**src/design/sram_test_pkg.sv**
```systemverilog
`default_nettype none

package sram_test_pkg;

  // sram geometry
  localparam int addr_bits = 4;
  localparam int data_bits = 16;

  // expected fifo holds 2**fifo_depth_bits entries
  localparam int fifo_depth_bits = 2;

  typedef logic [addr_bits-1:0] addr_t;
  typedef logic [data_bits-1:0] data_t;

  // test patterns in the order they are applied
  typedef enum logic [2:0] {
    pat_zeros,
    pat_ones,
    pat_checker,
    pat_inverse,
    pat_address
  } pattern_e;

  typedef enum logic [2:0] {
    seq_start,
    seq_write,
    seq_read,
    seq_next_pattern,
    seq_done,
    seq_halt
  } seq_state_e;

endpackage

`default_nettype wire

```
**src/design/address_iterator.sv**
```systemverilog
`timescale 1ns/1ps
`default_nettype none

module address_iterator (
  input  wire                   clk,
  input  wire                   reset,
  input  wire                   clear,
  input  wire                   step,
  output sram_test_pkg::addr_t  addr,
  output logic                  last
);

  // wraps back to zero after the top address
  always_ff @(posedge clk) begin
    if (reset || clear) begin
      addr <= '0;
    end else if (step) begin
      addr <= addr + 1'b1;
    end
  end

  // top address ends a write or read phase
  assign last = (addr == '1);

endmodule

`default_nettype wire

```
**config.mk**
```make
export PLATFORM = sky130hd
export DESIGN_NAME = address_iterator
export DESIGN_NICKNAME = d
export VERILOG_FILES = /design/src/design/sram_test_pkg.sv /design/src/design/address_iterator.sv
export SDC_FILE = /design/constraint.sdc
export NUM_CORES = 1
export LEC_CHECK = 0
export ABC_AREA = 1
export BUFFER_PORTS_ARGS = -buffer_cell sky130_fd_sc_hd__buf_2
export CAP_MARGIN = 20
export CORE_AREA = 5 5 42 44
export DETAILED_ROUTE_END_ITERATION = 7
export DIE_AREA = 0 0 47 49
export SYNTH_ARGS = -nofsm -noshare
export SYNTH_HDL_FRONTEND = slang
export SYNTH_SLANG_ARGS = --single-unit
```
**constraint.sdc**
```tcl
create_clock -name clk -period 1.05 [get_ports clk]
set_clock_uncertainty 0.1 [all_clocks]
set_input_delay 0 -clock clk [delete_from_list [all_inputs] [get_ports clk]]
set_output_delay 0 -clock clk [all_outputs]
set_load 0.02 [all_outputs]
```
======== After elaboration in Yosys (flattened, before gate mapping) ========
Index checks and enable logic that the tools add are counted.
operators by class
  add/sub/neg operators ................... 1
  eq/ne operators ......................... 1
  reduce and logical (&&, ||, !) cells .... 1
operators with widths
  cell                                          number
  adder 4 x 1 -> 4 bit (second input constant)  1
  == test 4 bit (second input constant)         1
  logical OR 1 bit                              1
storage, ports and cells
  register bits ........................... 4
  bits of input ports ..................... 4
  output and inout port bits .............. 5
  word-level logic and storage cells ...... 4

======== Depth between registers and ports, before layout ========
Gate-level depths: netlist of the first run.
  depth in word-level cells ............... 1
  mapped depth ............................ 5
  mapped depth without buffers ............ 5

======== Least setup slack after synthesis of the first run ========
No wires, ideal clock.
  path kind ............................... flip-flop to flip-flop
  start point ............................. register addr[0]
  end point ............................... register addr[2]
  setup time .............................. 115 ps
  arrival time ............................ 856 ps
  required time ........................... 835 ps
  path slack .............................. -21 ps
  stages on the path, launching flop included .. 5
  buffers on the path ..................... 0
  period minus slack after synthesis ...... 1071 ps
  path through ............................ dfxtp_1 > ha_1 > nand3_1 > nand2_1 > nor2_1
between the ends
  longest elaborated chain between the ends .. 1
ends and longest elaborated chain
  item                      line                    RTL
  start: declaration        address_iterator.sv:9   output sram_test_pkg::addr_t addr,
  start signal: assignment  address_iterator.sv:18  addr <= addr + 1'b1;
  adder 4 x 1 -> 4 bit      address_iterator.sv:18
Every way passes these cells.
A chain may end at the register's enable or synchronous reset.

======== Worst setup path in the final report of the first run ========
  start point ............................. register addr[0]
  end point ............................... output last
between the ends
  longest elaborated chain between the ends .. 1
ends and longest elaborated chain
  item              line                    RTL
  == test 4 bit     address_iterator.sv:23  assign last = (addr == '1);
  end: declaration  address_iterator.sv:10  output logic last
Every way passes these cells.

==> results of run 1 <==
==> placed cells by master, fill, tap and decap left out, types with 2 or more instances in the layout <==
cell,n
buf_2,7
dfxtp_1,2
nand2_2,2
nand2_1,4
buf_4,3
dfxtp_2,2
nor2_1,5
a21oi_1,2
clkbuf_4,3
dlygate4sd3_1,3
==> power breakdown <==
part	leakage, nW	internal, W	total (W)	switching [W]
Sequential	0.0333	0.000157	0.000161	0.00000387
Combinational	0.103	0.0000253	0.0000488	0.0000235
Clock	0.0138	0.000128	0.000196	0.0000679
==> routing by layer <==
metal / wire [um] / part of all wire (%) / global-route usage, %
met1: 202 / 38 / 5.03
met3: 64 / 12 / 4.80
met2: 245 / 46 / 7.69
met5: 0 / 0 / 0
met4: 17 / 3.2 / 6.91
==> cell families after synthesis <==
logic type | synth area share [%]
buffers and inverters | 2.13
AO/OA/AOI/OAI | 8.51
AND/OR/NAND/NOR | 36.9
adder cells (fa/ha/maj) | 7.09
flip-flops | 45.4
==> critical path, delay by kind of cell (launching register included) <==
family,cells,cell delay (ns)
adders and majority gates,1,0.15
buffers and inverters,1,0.12
DFF,1,0.33
and+or+nand+nor,1,0.17
==> through the flow <==
| stage | setup WS [ns] | area, um^2 | power, W |
|---|---|---|---|
| 5_1_grt | -0.0931 | 348 | 0.000438 |
| 2_1_floorplan | 0.000702 | 178 | 0.000178 |
| 3_5_place_dp | 0.0833 | 238 | 0.000192 |
| 6_report | -0.0630 | 348 | 0.000406 |
| 3_3_place_gp | 0.0905 | 238 | 0.000192 |
| 4_1_cts | -0.0611 | 328 | 0.000407 |
==> worst max-delay path by stage <==
stage                      endpoint  slack, ns  cells past startpoint                  from
4_1_cts                        last      -0.06                      3  addr[0]$_SDFFE_PP0P_
6_report                       last      -0.06                      3  addr[0]$_SDFFE_PP0P_
3_5_place_dp                   last       0.08                      3  addr[0]$_SDFFE_PP0P_
3_3_place_gp                   last       0.09                      3  addr[0]$_SDFFE_PP0P_
5_1_grt                        last      -0.09                      3  addr[0]$_SDFFE_PP0P_
2_1_floorplan  addr[2]$_SDFFE_PP0P_     0.0007                      4  addr[1]$_SDFFE_PP0P_
==> cell type report <==
type / instances / area (um^2)
Clock buffer: 3 / 22.5
Fill cell: 166 / 1050
Inverter: 1 / 3.75
Multi-Input combinational cell: 19 / 120
Sequential cell: 4 / 82.6
Tap cell: 16 / 20.0
Timing Repair Buffer: 14 / 98.8
==> what timing repair did <==
action                     in CTS  in global routing
hold endpoints to repair        4                  4
hold buffers                    2                  1
setup endpoints to repair       1                  3
pin swaps                       1                  1
setup buffers                   3                  0
resized for setup               6                  3
gates cloned                    0                  0
==> flow_summary.rst, run 1 <==
.. list-table::
   :header-rows: 1

   * - Metric
     - Value
   * - Outcome
     - finished with violations
   * - Violated checks
     - negative setup slack
   * - Core area
     - 1400 um^2
   * - Signal arrival time at the worst endpoint
     - 1.01 ns
   * - CP max FO
     - 2
   * - Ratio of cells with drive above 1 in the final layout
     - 53.7%
   * - Worst Setup End Kind
     - primary output
   * - Ordered list of cells on the worst path
     - ha_4 > and3_4 > buf_6
   * - Clock edge transition at the registers on the reported setup and hold paths
     - 0.04 ns
   * - Fraction of synthesized cell area taken by the top area cell type
     - 45.4%
   * - Final worst hold slack
     - 0.427 ns
   * - Hold Crit Depth
     - 2
   * - DRT antenna net count
     - 0
   * - Top Registers
     - addr (4)
   * - Full die area
     - 2300 um^2
   * - Hold_sp
     - addr[3]$_SDFFE_PP0P_
   * - Worst Path Class, Setup
     - register to primary output
   * - Largest reg by FF count
     - addr
   * - Cell count after synthesis
     - 24
   * - Detailed Route WL
     - 530 um
   * - Detailed-route DRC error count
     - 0
   * - H-tree depth
     - 1
   * - Routability congestion estimate
     - 0.646
   * - Maximum ir drop on the vdd rail
     - 0.424 mV
   * - Setup tns final
     - -0.0630 ns
   * - Clock tree sinks
     - 4
   * - Routed wire per std cell
     - 9.30 um
   * - Critical R2R Launch
     - addr[0]$_SDFFE_PP0P_
   * - Starting density of the core
     - 12.6%
   * - Flip-flop count of the largest register after layout
     - 4
   * - # port buffers
     - 8
   * - Grt ovf
     - 0
   * - Max Root-Sink Buffers
     - 2
   * - Number of global-route vias before repair
     - 210
   * - Antenna fix cells
     - 0
   * - Final-report hold violation count
     - 0
   * - Number of rows created at floorplan
     - 14
   * - Count of distinct cell types in the synthesized netlist
     - 11
   * - Data required time at the worst endpoint
     - 0.95 ns
   * - Reported max-cap violation count
     - 0
   * - #FFs+latches synth
     - 4
   * - Via count of the routed design
     - 218
   * - Largest incremental delay on the critical path
     - 0.33 ns
   * - Average footprint of a synthesized cell
     - 7.35 um^2
   * - Synth cell count leaders
     - nor2_1 (6), nand2_1 (5), dfxtp_1 (4)
   * - Synthesis-to-finish area growth
     - 97.2%
   * - Minimum period implied by the final worst setup slack
     - 1.11 ns
   * - First-pass GRT wire length
     - 855 um
   * - Routed vias/inst
     - 3.82
   * - Power per unit of standard cell area
     - 1170 nW/um^2
   * - Count of endpoints failing setup in the final report
     - 1
   * - Final cell count without fillers
     - 57
   * - Final net count
     - 48
   * - Count of warnings emitted by yosys
     - 0
   * - Net count of the mapped netlist
     - 29
   * - Kind of start point of the critical path
     - register
   * - Pin count of the biggest net entering global routing
     - 7
   * - Clock buffers created by TritonCTS
     - 3
   * - Prevailing post-synth register cell
     - dfxtp_1
   * - Number of synthesized flops with an enable pin
     - 0
   * - Post-synthesis instance area
     - 176 um^2
   * - Worst-Margin Slew
     - 0.173 ns
   * - Antenna violations before repair
     - 0
   * - Cell at the root of the clock tree
     - clkbuf_4
   * - Latest clock arrival within the worst-skew pair
     - 0.24 ns
   * - DIE WIDTH
     - 47 um
   * - Layout Utilization
     - 24.8%
   * - Final setup slack of the worst path
     - -0.0630 ns
   * - Slowest-stage cell, CP
     - dfxtp_2
   * - Clock tree from TritonCTS
     - built
   * - P_leak
     - 0.150 nW
   * - Die H
     - 49 um
   * - Number of DRC violations after detailed-routing iteration 0
     - 5
   * - Unrepaired setup endpoints after global routing
     - yes
   * - Capturing point of the worst reg2reg path
     - addr[2]$_SDFFE_PP0P_
   * - Top Ports
     - 9
   * - Hold Path Sink
     - addr[3]$_SDFFE_PP0P_
   * - Max-slew violation total from the final report
     - 0
   * - Final worst path period share
     - 106%
   * - Detailed-router iteration count before antenna repair
     - 4
   * - Worst min-delay path category
     - register to register
   * - Overall Global Routing Usage
     - 5.98%
   * - Biggest area contributors in the synthesized netlist
     - dfxtp_1 (45%), nor2_1 (13%), nand2_1 (11%)
   * - Highest clock rate
     - 899 MHz
   * - Share of flip-flops with an asynchronous set or reset after synthesis
     - 0%
   * - Placed wire-length estimate
     - 337 um
   * - Path depth of the worst reg2reg path
     - 4
   * - Post-Place Cells
     - 48
   * - Register-to-register setup slack
     - 0.04 ns
   * - Dominant cell type by area after synthesis
     - dfxtp_1
   * - Sequential element share of the synthesized area
     - 45.4%
   * - Most common cell in the synthesized netlist
     - nor2_1
   * - Remaining max-slew budget at the tightest pin
     - 88.5%
Power figures use the tool's default switching activity.
==> run 2: changes to the inputs <==
- CORE_AREA: 5 5 42 44 -> 2 2 39 41
- DIE_AREA: 0 0 47 49 -> 0 0 41 43
==> flow_summary.rst, run 2 (synthesis results as in run 1) <==
.. list-table::
   :header-rows: 1

   * - Metric
     - Value
   * - Unrepaired setup endpoints after global routing
     - yes
   * - Kind of start point of the critical path
     - register
   * - First-pass GRT wire length
     - 772 um
   * - Top Registers
     - addr (4)
   * - Max-slew violation total from the final report
     - 0
   * - Full die area
     - 1760 um^2
   * - Antenna violations before repair
     - 0
   * - Via count of the routed design
     - 216
   * - Highest clock rate
     - 892 MHz
   * - Worst slack, placed
     - 0.0637 ns
   * - Commonest non-fill, non-tap cells in the layout
     - buf_2 (7), nand2_1 (5), nor2_1 (5)
   * - Overall Global Routing Usage
     - 7.63%
   * - DIE WIDTH
     - 41 um
   * - Grt ovf
     - 0
   * - Die H
     - 43 um
   * - DRT antenna net count
     - 0
   * - Register-to-register setup slack
     - 0.04 ns
   * - Starting density of the core
     - 12.7%
   * - Synthesis-to-finish area growth
     - 95.7%
   * - Number of rows created at floorplan
     - 14
   * - Core area
     - 1380 um^2
   * - Routed vias/inst
     - 3.79
   * - Reported max-cap violation count
     - 0
   * - Worst-Margin Slew
     - 0.165 ns
   * - Worst Setup End Kind
     - primary output
   * - Routed wire per std cell
     - 7.98 um
   * - Capturing point of the worst reg2reg path
     - addr[2]$_SDFFE_PP0P_
   * - Final worst hold slack
     - 0.418 ns
   * - Worst Path Class, Setup
     - register to primary output
   * - Remaining max-slew budget at the tightest pin
     - 89.0%
   * - Largest reg by FF count
     - addr
   * - Antenna fix cells
     - 0
   * - Violated checks
     - negative setup slack
   * - Clock tree sinks
     - 4
   * - Detailed Route WL
     - 455 um
   * - Flip-flop count of the largest register after layout
     - 4
   * - Minimum period implied by the final worst setup slack
     - 1.12 ns
   * - Clock buffers created by TritonCTS
     - 3
   * - Cell at the root of the clock tree
     - clkbuf_4
   * - H-tree depth
     - 1
   * - Power per unit of standard cell area
     - 1170 nW/um^2
   * - Worst min-delay path category
     - register to register
   * - Path depth of the worst reg2reg path
     - 4
   * - Ratio of cells with drive above 1 in the final layout
     - 51.2%
   * - Detailed-route DRC error count
     - 0
   * - Clock tree from TritonCTS
     - built
   * - Critical R2R Launch
     - addr[1]$_SDFFE_PP0P_
   * - Hold Path Sink
     - addr[3]$_SDFFE_PP0P_
   * - Count of endpoints failing setup in the final report
     - 1
   * - Data required time at the worst endpoint
     - 0.95 ns
   * - Clock edge transition at the registers on the reported setup and hold paths
     - 0.04 ns
   * - CP max FO
     - 2
   * - Final setup slack of the worst path
     - -0.0716 ns
   * - Most frequent standard cell in the layout excluding fill and tap cells
     - buf_2
   * - Final net count
     - 48
   * - Detailed-router iteration count before antenna repair
     - 4
   * - Hold Crit Depth
     - 2
   * - Outcome
     - finished with violations
   * - Number of global-route vias before repair
     - 188
   * - Top Ports
     - 9
   * - # port buffers
     - 8
   * - Final worst path period share
     - 107%
   * - Hold_sp
     - addr[3]$_SDFFE_PP0P_
   * - P_leak
     - 0.150 nW
   * - Maximum ir drop on the vdd rail
     - 0.551 mV
   * - Routability congestion estimate
     - 0.749
   * - Pin count of the biggest net entering global routing
     - 7
   * - Final-report hold violation count
     - 0
   * - Signal arrival time at the worst endpoint
     - 1.02 ns
   * - Latest clock arrival within the worst-skew pair
     - 0.24 ns
   * - Max Root-Sink Buffers
     - 2
   * - Number of DRC violations after detailed-routing iteration 0
     - 8
## run 2: timing repair
item	4_1_cts	5_1_grt
hold endpoints to repair	4	4
pin swaps	1	0
hold buffers	2	1
endpoints found under the setup margin	1	3
resized for setup	8	1
cloned	0	0
setup buffers	3	0
## run 2: cell type report
class / instances / area (um^2)
Clock buffer: 3 / 22.5
Fill cell: 160 / 1040
Inverter: 1 / 3.75
Multi-Input combinational cell: 19 / 113
Sequential cell: 4 / 87.6
Tap cell: 16 / 20.0
Timing Repair Buffer: 14 / 98.8
## run 2: worst max path at each step
| stage | start | endpoint | slack [ns] | cells after the start |
|---|---|---|---|---|
| 2_1_floorplan | addr[1]$_SDFFE_PP0P_ | addr[2]$_SDFFE_PP0P_ | 0.0007 | 4 |
| 3_3_place_gp | addr[0]$_SDFFE_PP0P_ | last | 0.09 | 3 |
| 3_5_place_dp | addr[1]$_SDFFE_PP0P_ | last | 0.06 | 3 |
| 4_1_cts | addr[1]$_SDFFE_PP0P_ | last | -0.08 | 3 |
| 5_1_grt | addr[1]$_SDFFE_PP0P_ | last | -0.11 | 3 |
| 6_report | addr[1]$_SDFFE_PP0P_ | last | -0.07 | 3 |
## run 2: worst max-delay path: stages (launching register included)
cell and delay (ns):
dfxtp_4 0.34, ha_4 0.15, and3_4 0.17, buf_6 0.12
## run 2: through the flow
stage / utilization, % / instance area, um^2 / setup TNS (ns) / std cells / total power, W
2_1_floorplan: - / 178 / 0 / 24 / 0.000178
3_3_place_gp: 17.2 / 238 / 0 / 48 / 0.000191
3_5_place_dp: 17.2 / 238 / 0 / 48 / 0.000193
4_1_cts: 24.1 / 333 / -0.0813 / 56 / 0.000404
5_1_grt: 25.0 / 345 / -0.113 / 57 / 0.000437
6_report: 25.0 / 345 / -0.0716 / 57 / 0.000403
## run 2: per-layer routing
metal | track usage (%) | share of wire [%] | wire length, um | up-vias
li1 | - | - | - | 112
met1 | 6.75 | 39 | 178 | 90
met2 | 9.69 | 45 | 205 | 14
met3 | 9.42 | 16 | 72 | 0
met4 | 4.00 | 0 | 0 | 0
met5 | 0 | 0 | 0 | -
## run 2: power by group
group | internal [W] | switching [W]
sequential | 0.000154 | 0.00000352
combinational | 0.0000251 | 0.0000226
clock | 0.000128 | 0.0000701
