### config.mk
export PLATFORM = sky130hd
export DESIGN_NAME = pattern_generator
export DESIGN_NICKNAME = d
export VERILOG_FILES = /design/src/design/sram_test_pkg.sv /design/src/design/pattern_generator.sv
export SDC_FILE = /design/constraint.sdc
export NUM_CORES = 1
export LEC_CHECK = 0
export ABC_AREA = 1
export BUFFER_PORTS_ARGS = -buffer_cell sky130_fd_sc_hd__buf_2
export CORE_AREA = 2 2 39 41
export DETAILED_ROUTE_END_ITERATION = 10
export DIE_AREA = 0 0 41 43
export SYNTH_ARGS = -nofsm -noshare
export SYNTH_HDL_FRONTEND = slang
export SYNTH_SLANG_ARGS = --single-unit
export TNS_END_PERCENT = 20
### constraint.sdc
create_clock -name clk -period 2.8 [get_ports clk]
set_clock_uncertainty 0.1 [all_clocks]
set_input_delay 0.28 -clock clk [delete_from_list [all_inputs] [get_ports clk]]
set_output_delay 0.28 -clock clk [all_outputs]
set_load 0.02 [all_outputs]
### src/design/sram_test_pkg.sv
`default_nettype none

package sram_test_pkg;

  // sram geometry
  localparam int addr_bits = 4;
  localparam int data_bits = 16;

  // expected fifo holds 2**fifo_depth_bits entries
  localparam int fifo_depth_bits = 2;

  typedef logic [addr_bits-1:0] addr_t;
  typedef logic [data_bits-1:0] data_t;

  // test patterns in the order they are applied
  typedef enum logic [2:0] {
    pat_zeros,
    pat_ones,
    pat_checker,
    pat_inverse,
    pat_address
  } pattern_e;

  typedef enum logic [2:0] {
    seq_start,
    seq_write,
    seq_read,
    seq_next_pattern,
    seq_done,
    seq_halt
  } seq_state_e;

endpackage

`default_nettype wire

### src/design/pattern_generator.sv
`timescale 1ns/1ps
`default_nettype none

module pattern_generator (
  input  wire                      clk,
  input  wire                      reset,
  input  wire                      restart,
  input  wire                      next_pattern,
  input  wire sram_test_pkg::addr_t addr,
  output sram_test_pkg::pattern_e  pattern,
  output sram_test_pkg::data_t     word,
  output logic                     final_pattern
);

  assign final_pattern = (pattern == sram_test_pkg::pat_address);

  always_ff @(posedge clk) begin
    if (reset || restart) begin
      pattern <= sram_test_pkg::pat_zeros;
    end else if (next_pattern && !final_pattern) begin
      pattern <= sram_test_pkg::pattern_e'(pattern + 3'd1);
    end
  end

  // data word for the current pattern and address
  always_comb begin
    case (pattern)
      sram_test_pkg::pat_zeros: begin
        word = '0;
      end
      sram_test_pkg::pat_ones: begin
        word = '1;
      end
      sram_test_pkg::pat_checker: begin
        word = 16'h5555;
      end
      sram_test_pkg::pat_inverse: begin
        word = 16'haaaa;
      end
      sram_test_pkg::pat_address: begin
        word = sram_test_pkg::data_t'(addr);
      end
      default: begin
        word = '0;
      end
    endcase
  end

endmodule

`default_nettype wire

# [Yosys cells after proc, flatten, opt, wreduce, memory -nomap -nowiden]
# Index checks and enable logic that the tools add are counted.
[op_classes] order_cmp=0 eq_ne=4 reduce_logical=3 mul=0 add_sub_neg=1 muxes=1 div=0 n_bitwise=0 shift=0
[op_table] op="one-hot mux 16 bit (4 select lines)" n=1
[op_table] op="== test 3 x 2 -> 1 bit, second input constant" n=2
[op_table] op="adder 3 x 1 -> 3 bit, second input constant" n=1
[op_table] op="== test 3 x 1 -> 1 bit, second input constant" n=1
[op_table] op="== test 3 bit, second input constant" n=1
[op_table] op="logical AND 1 bit" n=1
[op_table] op="zero test 1 bit" n=1
[op_table] op="logical OR 1 bit" n=1
[word_totals] memories=0 output_inout_bits=20 reg_bits=3 latch_bits=0 ram_bits=0 inputBits=8 elab_cells=10 rom_bits=0

# [Logic depth before layout (Yosys ltp)]
# Gate-level depths: netlist of the first run.
[logic_depth] ltp_word=3 ltp_mapped=6 mapped_depth_nobuf=6

# [Worst setup path before layout of the first run]
# No wires, ideal clock.
[synth_timing] kind="reg2out" startpoint="register pattern[0]" endpoint="output port word[11]" t_required_ps=2420 stages_incl_launch_ff=6 setup_slack_ps=1115 t_arrival_ps=1305 path_cell_list="dfxtp_1 -> ha_1 -> ha_1 -> inv_1 -> nand2_1 -> buf_4"
[synth_between] elab_chain_cells=2
[synth_lines] item="start: declaration" line_no="pattern_generator.sv:10" source="output sram_test_pkg::pattern_e pattern,"
[synth_lines] item="start signal: assignment" line_no="pattern_generator.sv:19" source="pattern <= sram_test_pkg::pat_zeros;"
[synth_lines] item="start signal: assignment" line_no="pattern_generator.sv:21" source="pattern <= sram_test_pkg::pattern_e'(pattern + 3'd1);"
[synth_lines] item="== test 3 bit (tied with other cells)" line_no="pattern_generator.sv:27" source="case (pattern)"
[synth_lines] item="one-hot mux 16 bit (4 select lines) *" line_no="pattern_generator.sv:27"
[synth_lines] item="end: declaration" line_no="pattern_generator.sv:11" source="output sram_test_pkg::data_t word,"
# Mark *: on every way between the ends. The rest lies on a longest branch, timed or not.

# [Worst setup path after layout of the first run]
[layout_timing] startpoint="register pattern[0]" endpoint="output port word[3]"
# The elaborated chain is that of the path after synthesis.

==> results of run 1 <==
worst min-delay path by stage:
stage,to,slack (ns),cells after the start
after floorplan,pattern[0],0.32,3
after global placement,pattern[0],0.45,4
after detailed placement,pattern[1],0.46,4
after CTS,pattern[1],0.21,4
after global routing,pattern[0],0.22,4
final,pattern[0],0.22,4
per-stage QoR:
stage                     utilization [%]  cell area (µm²)  hold slack (ns)  power [mW]  setup WS, ns
after floorplan                         -              349            0.322       0.108          1.11
after global placement               31.0              429            0.450       0.121          1.30
after detailed placement             31.0              429            0.457       0.121          1.26
after CTS                            32.9              455            0.213       0.200          1.00
after global routing                 32.9              455            0.220       0.210         0.880
final                                32.9              455            0.217       0.194          1.02
layout by cell type, fill, tap and decap left out:
cell      synthesis  routed
nand2_1          11      11
a21oi_1           2       2
dfxtp_1           3       3
inv_1             8       8
buf_2             0      27
o21ai_2           1       1
inv_2             1       1
clkbuf_4          0       3
nand2_2           1       1
nand3_1           5       5
clkbuf_1          0       1
ha_1              5       5
nor2_4            1       1
nor2_1            4       4
cells by family (layout without fill, tap and decap cells):
kind of cell,count (synthesis),in the layout
adder cells (fa/ha/maj),5,5
buffers and inverters,19,40
flip-flops,3,3
AO/OA/AOI/OAI,3,3
AND/OR/NAND/NOR,22,22
where the power goes:
part	switching (mW)	leakage, nW	internal (mW)
Sequential	0.00249	0.0245	0.0449
Clock	0.0221	0.0150	0.0534
Combinational	0.0467	0.267	0.0248
Total	0.0713	0.307	0.123
metal layers:
metal	part of all wire (%)	global-route usage, %	wire length [µm]
met4	0	4.00	0
met1	43	7.37	263
met2	38	10.6	232
met3	18	4.19	112
met5	0	0	0
area by class of cell:
cell class,count,area share [%]
Timing Repair Buffer,27,29.7
Clock buffer,4,5.77
Tap cell,16,4.40
Sequential cell,3,13.2
Inverter,9,7.42
Multi-Input combinational cell,30,39.6
worst max-delay path: cells and delay by family (launching register included):
family	cells	cell delay, ns
buffers and inverters	3	0.32
flip-flops	1	0.41
AND/OR/NAND/NOR	3	0.23
adder cells (fa/ha/maj)	1	0.21
==> flow_summary.ini, run 1 <==
[run_status]
status = finished clean

[global_route]
grt_max_degree = 7
grt_use_total_pct = 7.12
grt_pass1_wl_um = 841
grt_pass1_vias = 241
overflow = 0
antenna_found_initial = 0

[final_layout]
finalNonFillerCells = 89
largest_reg_flops = 3
biggestRegsByFlops = pattern x3
syn_to_final_growth_pct = 30.5
layout-drive-gt1-share_pct = 46.6
multi_input_area_um2 = 180
layout.nets = 87
fillers = 147
regMostFlops = pattern
num_antenna_cells = 0
final-seq-area_um2 = 60.1

[synthesis]
synth_seq_area_share_pct = 17.2
yosysMostFrequentCell = nand2_1
yosysTopAreaCellShare_pct = 21.5
synth_warnings = 0
synth.area.mux_share_pct = 0
synth_edf_count = 0
syn_avg_cell_area_um2 = 6.71
ys.flop_type = dfxtp_1
yosys.area_share.simple_pct = 28.3
yosys_register_bits = 3
syn_nets = 65
synthArstFlopShare_pct = 0
mappedNetlistArea_um2 = 349
synth_commonest_cells = nand2_1 (11), buf_4 (10), inv_1 (8), ha_1 (5), nand3_1 (5)
synth_top_cell_by_area = buf_4
synth-xor-area-share_pct = 0
synth_top_family_by_area = buffers and inverters
netlist_instances = 52
synthAdderAreaFrac_pct = 17.9
synth.area.top_cells = buf_4 (22%), ha_1 (18%), dfxtp_1 (17%)
yosysUniqueCellTypes = 12
synth_compound_area_share_pct = 5.38

[sta]
tightest_slew_ns = 0.196
maxSlewHeadroom_pct = 86.9
fmax_ghz = 0.563
drv_slew = 0
finalSetupViolCount = 0
setup_tns_ns = 0
min_period_over_period_pct = 63.5
rsz0062_at_grt = no
hold_viol_final = 0
fin_crit_ns = 1.78

[route]
vias = 349
drt_iter0_markers = 4
vias_per_cell = 3.92
wl_per_cell_um = 6.82
ant_nets = 0
first_pass_iters = 4
wl_um = 607
drc = 0

[clocking]
clkSinkCount = 3
cts_hold_buf = 0
numCtsBuffers = 3
clk-insertion-delay-late_ns = 0.23
post_cts_buffers = 0
cts_tree = done
cts_buffer_depth = 2
clkTransAtPathRegs_ns = 0.04
cts-root-buf = clkbuf_4
htreeDepth = 1
cts_resized = 0

[floorplan]
die_height_um = 43
die_w_um = 41
num_rows = 14
die_area_mm2 = 0.00176
core_mm2 = 0.00138
io_pins = 28
start_util_pct = 25.2

[worst_setup_path]
cpPeakStageDelay_ns = 0.41
worst-r2r-setup-slack_ns = 1.57
cp-end-kind = primary output
critPathCapture = word[3]
arrival_ns = 1.40
critPathRequiredTime_ns = 2.42
reg2regPathDepth = 6
path_cells = inv_1 > ha_1 > nand2_2 > inv_2 > nand2_1 > nand3_1 > buf_2
timing.rr.start = pattern[0]
worstReg2RegEnd = pattern[2]
start_kind = register
worstSetupPathType = reg2out
crit_fanout = 6
crit_slowest_cell = dfxtp_1
crit_path_start = pattern[0]

[placement]
dp.cells = 85
hpwl_um = 523
port_buffers = 27
gp_congestion = 0.697

[hold_path]
hp-class = in2reg
hp-start = reset

[pwr]
power.density_mw_per_mm2 = 427
p_leak_nw = 0.307
ir_worst_vdd_v = 0.000252

[flow_run]
drv_cap = 0
(Power assumes the default switching activity.)
==> inputs of run 2 (changes only) <==
==> constraint.sdc (replaced) <==
create_clock -name clk -period 1.5 [get_ports clk]
set_clock_uncertainty 0.1 [all_clocks]
set_input_delay 0.15 -clock clk [delete_from_list [all_inputs] [get_ports clk]]
set_output_delay 0.15 -clock clk [all_outputs]
set_load 0.02 [all_outputs]
==> flow_summary.ini, run 2 (synthesized netlist as in run 1, its figures left out) <==
[run_status]
status = complete, but fails checks
violations = setup timing

[sta]
min_period_over_period_pct = 100
fin_crit_ns = 1.50
rsz0062_at_grt = yes
setup_tns_ns = -0.00175
tightest_slew_ns = 0.164
whs_ns = 0.0648
maxSlewHeadroom_pct = 89.0
drv_slew = 0
hold_viol_final = 0
fmax_ghz = 0.666
setup_slack_ns = -0.00175
finalSetupViolCount = 1

[worst_setup_path]
arrival_ns = 1.25
worstReg2RegEnd = pattern[1]
crit_path_start = pattern[0]
critPathRequiredTime_ns = 1.25
start_kind = register
cp-end-kind = primary output
reg2regPathDepth = 6
crit_fanout = 4
timing.rr.start = pattern[0]
critPathCapture = word[0]
worstSetupPathType = reg2out
worst-r2r-setup-slack_ns = 0.34

[route]
drt_iter0_markers = 4
vias = 382
vias_per_cell = 4.15
ant_nets = 0
drc = 0
first_pass_iters = 2
wl_per_cell_um = 8.99
wl_um = 827

[placement]
dpl_cell_area_um2 = 433
hpwl_um = 539
gp_congestion = 0.708
port_buffers = 27
dp_slack_ns = 0.147
dp.cells = 85

[hold_path]
hp-class = in2reg

[final_layout]
largest_reg_flops = 3
layout.nets = 90
syn_to_final_growth_pct = 99.6
regMostFlops = pattern
num_antenna_cells = 0
final_cell_mix = buf_6 (16), buf_2 (11), nand2_1 (7)
biggestRegsByFlops = pattern x3
layout-drive-gt1-share_pct = 73.7
finalNonFillerCells = 92
utilization_pct = 50.4
layout_commonest_cell = buf_6
stdcell_area_um2 = 697

[floorplan]
die_height_um = 43
core_mm2 = 0.00138
die_w_um = 41
io_pins = 28
die_area_mm2 = 0.00176
num_rows = 14
start_util_pct = 25.2

[clocking]
cts-root-buf = clkbuf_4
numCtsBuffers = 3
cts_buffer_depth = 2
cts_hold_buf = 0
clk-insertion-delay-late_ns = 0.24
clkSinkCount = 3
clkTransAtPathRegs_ns = 0.04
cts_tree = done
htreeDepth = 1

[pwr]
clkPwrFrac_pct = 32.7
p_int_mw = 0.281
ir_worst_vdd_v = 0.000323
swShare_pct = 36.2
p_comb_share_pct = 46.8
power.density_mw_per_mm2 = 633
pwr-share-seq_pct = 20.6
p_leak_nw = 0.361
power.total_mw = 0.441
p_sw_mw = 0.160

[global_route]
grt_use_total_pct = 11.2
grt_pass1_vias = 346
grt_max_degree = 7
grt_pass1_wl_um = 1300
overflow = 0
antenna_found_initial = 0

[flow_run]
drv_cap = 0
[run 2: cell count changes in the layout (fill, tap and decap cells not counted), moves of 4 or more]
| cell | previous run | this run |
|---|---|---|
| buf_2 | 27 | 11 |
| buf_6 | 0 | 16 |
| ha_1 | 5 | 0 |
| ha_4 | 0 | 5 |
| inv_1 | 8 | 3 |
| inv_4 | 0 | 4 |
| nand2_1 | 11 | 7 |
[run 2: repair_timing]
action,4_1_cts,5_1_grt
endpoints found under the hold margin,0,0
pin swaps,6,0
endpoints found under the setup margin,16,16
buffers inserted,3,0
gates resized for setup,53,9
[run 2: worst min path at each step]
| stage | from | end | cells after the start |
|---|---|---|---|
| floorplan | reset | pattern[0] | 3 |
| global placement | reset | pattern[0] | 4 |
| detailed placement | reset | pattern[0] | 4 |
| CTS | reset | pattern[0] | 4 |
| global route | restart | pattern[0] | 4 |
| finish | reset | pattern[0] | 4 |
[run 2: cell type report]
| cell class | count | area [µm²] |
|---|---|---|
| clock buffer | 4 | 26.3 |
| fill | 129 | 687 |
| inverter | 9 | 43.8 |
| multi-input combinational | 30 | 280 |
| sequential | 3 | 68.8 |
| tap | 16 | 20.0 |
| timing repair buffer | 30 | 258 |
[run 2: per-layer routing]
metal | GRT usage [%] | vias up | share of wire [%] | wire length [µm]
met2 | 20.0 | 29 | 53 | 442
li1 | - | 197 | - | -
met1 | 9.55 | 156 | 34 | 284
met4 | 8.00 | 0 | 0 | 0
met5 | 0 | - | 0 | 0
met3 | 3.14 | 0 | 12 | 99
[run 2: worst max-delay path: stages, from the launching register on]
cell and delay [ns]:
dfxtp_4 0.39, inv_4 0.06, ha_4 0.16, o21ai_4 0.18, nand2_1 0.09, buf_6 0.14
[run 2: power groups by stage]
| stage | registers [mW] | logic (mW) | clock network [mW] |
|---|---|---|---|
| global placement | 0.0904 | 0.136 | 0 |
| floorplan | 0.0942 | 0.108 | 0 |
| CTS | 0.0895 | 0.196 | 0.153 |
| global route | 0.0912 | 0.224 | 0.160 |
| detailed placement | 0.0908 | 0.135 | 0 |
| finish | 0.0907 | 0.206 | 0.144 |
==> inputs of run 3 (changes only) <==
--- a/config.mk
+++ b/config.mk
@@ -10,6 +10,9 @@
 export CORE_AREA = 2 2 39 41
 export DETAILED_ROUTE_END_ITERATION = 10
 export DIE_AREA = 0 0 41 43
+export GPL_TIMING_DRIVEN = 0
+export MAX_ROUTING_LAYER = met4
+export RECOVER_POWER = 100
 export SYNTH_ARGS = -nofsm -noshare
 export SYNTH_HDL_FRONTEND = slang
 export SYNTH_SLANG_ARGS = --single-unit
==> flow_summary.ini, run 3 (synthesized netlist as in run 1, its figures left out) <==
[run_status]
status = complete, but fails checks
violations = setup timing

[final_layout]
layout_commonest_cell = buf_6
num_antenna_cells = 0
fillers = 132
layout.nets = 101
regMostFlops = pattern
final_cell_mix = buf_6 (15), buf_2 (14), buf_4 (11)
biggestRegsByFlops = pattern x3
layout-drive-gt1-share_pct = 71.3
utilization_pct = 52.9
syn_to_final_growth_pct = 110
largest_reg_flops = 3

[sta]
tightest_slew_ns = 0.246
min_period_over_period_pct = 104
drv_slew = 0
fin_crit_ns = 1.56
hold_viol_final = 0
rsz0062_at_grt = yes
finalSetupViolCount = 12
maxSlewHeadroom_pct = 83.7
fmax_ghz = 0.642
setup_slack_ns = -0.0580

[route]
wl_um = 875
vias = 429
vias_per_cell = 4.17
drc = 0
drt_iter0_markers = 0
ant_nets = 0
first_pass_iters = 1
wl_per_cell_um = 8.50

[worst_setup_path]
critPathCapture = word[15]
arrival_ns = 1.31
reg2regPathDepth = 6
worstSetupPathType = reg2out
cp-end-kind = primary output
worstReg2RegEnd = pattern[1]
crit_fanout = 6
worst-r2r-setup-slack_ns = 0.29
critPathRequiredTime_ns = 1.25
start_kind = register
timing.rr.start = pattern[0]
crit_path_start = pattern[0]

[placement]
port_buffers = 27
hpwl_um = 599
gp_congestion = 0.669
dp_slack_ns = 0.0354

[hold_path]
hp-class = in2reg

[global_route]
overflow = 0
grt_use_total_pct = 10.4
grt_pass1_vias = 332
grt_max_degree = 7
grt_pass1_wl_um = 1190
antenna_found_initial = 0

[clocking]
clkSinkCount = 3
numCtsBuffers = 3
cts_tree = done
clk-insertion-delay-late_ns = 0.23
clkTransAtPathRegs_ns = 0.04
cts_buffer_depth = 2
cts-root-buf = clkbuf_4
cts_hold_buf = 0
htreeDepth = 1

[flow_run]
drv_cap = 0

[floorplan]
start_util_pct = 25.2
io_pins = 28
die_w_um = 41
num_rows = 14
die_height_um = 43
die_area_mm2 = 0.00176
core_mm2 = 0.00138

[pwr]
ir_worst_vdd_v = 0.000280
p_leak_nw = 0.393
power.density_mw_per_mm2 = 617
==> run 3: worst min-delay path by stage <==
stage / start / endpoint / slack, ns / depth (start not counted)
finish: reset / pattern[0] / 0.07 / 4
global route: reset / pattern[0] / 0.09 / 4
CTS: reset / pattern[0] / 0.06 / 4
detailed placement: reset / pattern[1] / 0.32 / 4
global placement: reset / pattern[1] / 0.31 / 4
floorplan: reset / pattern[0] / 0.18 / 3
==> run 3: final cells by class <==
cell class / instances / area [µm²] / share of cell area, %
multi-input cells: 30 / 250 / 34.2
inverters: 9 / 41.3 / 5.64
clock buffers: 4 / 26.3 / 3.59
flip-flops and latches: 3 / 68.8 / 9.40
plain buffers: 10 / 86.3 / 11.8
well taps: 16 / 20.0 / 2.74
repair buffers: 31 / 239 / 32.6
==> run 3: worst max-delay path, stage by stage (launching register included) <==
cell and delay, ns:
dfxtp_4 0.37, ha_4 0.17, ha_4 0.15, inv_4 0.06, nand2_4 0.07, buf_4 0.14, buf_6 0.12
==> run 3: what timing repair did <==
| action | in CTS | in global routing |
|---|---|---|
| buffers inserted | 4 | 0 |
| pin swaps | 3 | 1 |
| setup endpoints to repair | 17 | 16 |
| resized for setup | 41 | 9 |
==> run 3: routing by layer <==
metal | routed length [µm] | up-vias | GRT usage, % | part of all wire (%)
met4 | 0 | 0 | 8.00 | 0
met2 | 461 | 27 | 18.4 | 53
met1 | 312 | 184 | 8.31 | 36
li1 | - | 218 | - | -
met3 | 101 | 0 | 2.09 | 12
met5 | 0 | - | - | 0
==> run 3: report_power, final <==
| group | switching, mW | total (mW) | internal [mW] |
|---|---|---|---|
| Clock | 0.0411 | 0.141 | 0.0997 |
| Combinational | 0.108 | 0.220 | 0.112 |
| Sequential | 0.00791 | 0.0904 | 0.0825 |
| Total | 0.157 | 0.451 | 0.294 |
==> run 3: per-stage QoR <==
step	power, mW	TNS, ns	instances	area, µm²	hold slack (ns)
floorplan	0.202	0	52	353	0.185
global placement	0.252	0	95	508	0.314
detailed placement	0.253	0	95	508	0.318
CTS	0.450	-0.667	103	698	0.0636
global route	0.492	-1.46	103	732	0.0888
finish	0.451	-0.545	103	732	0.0741
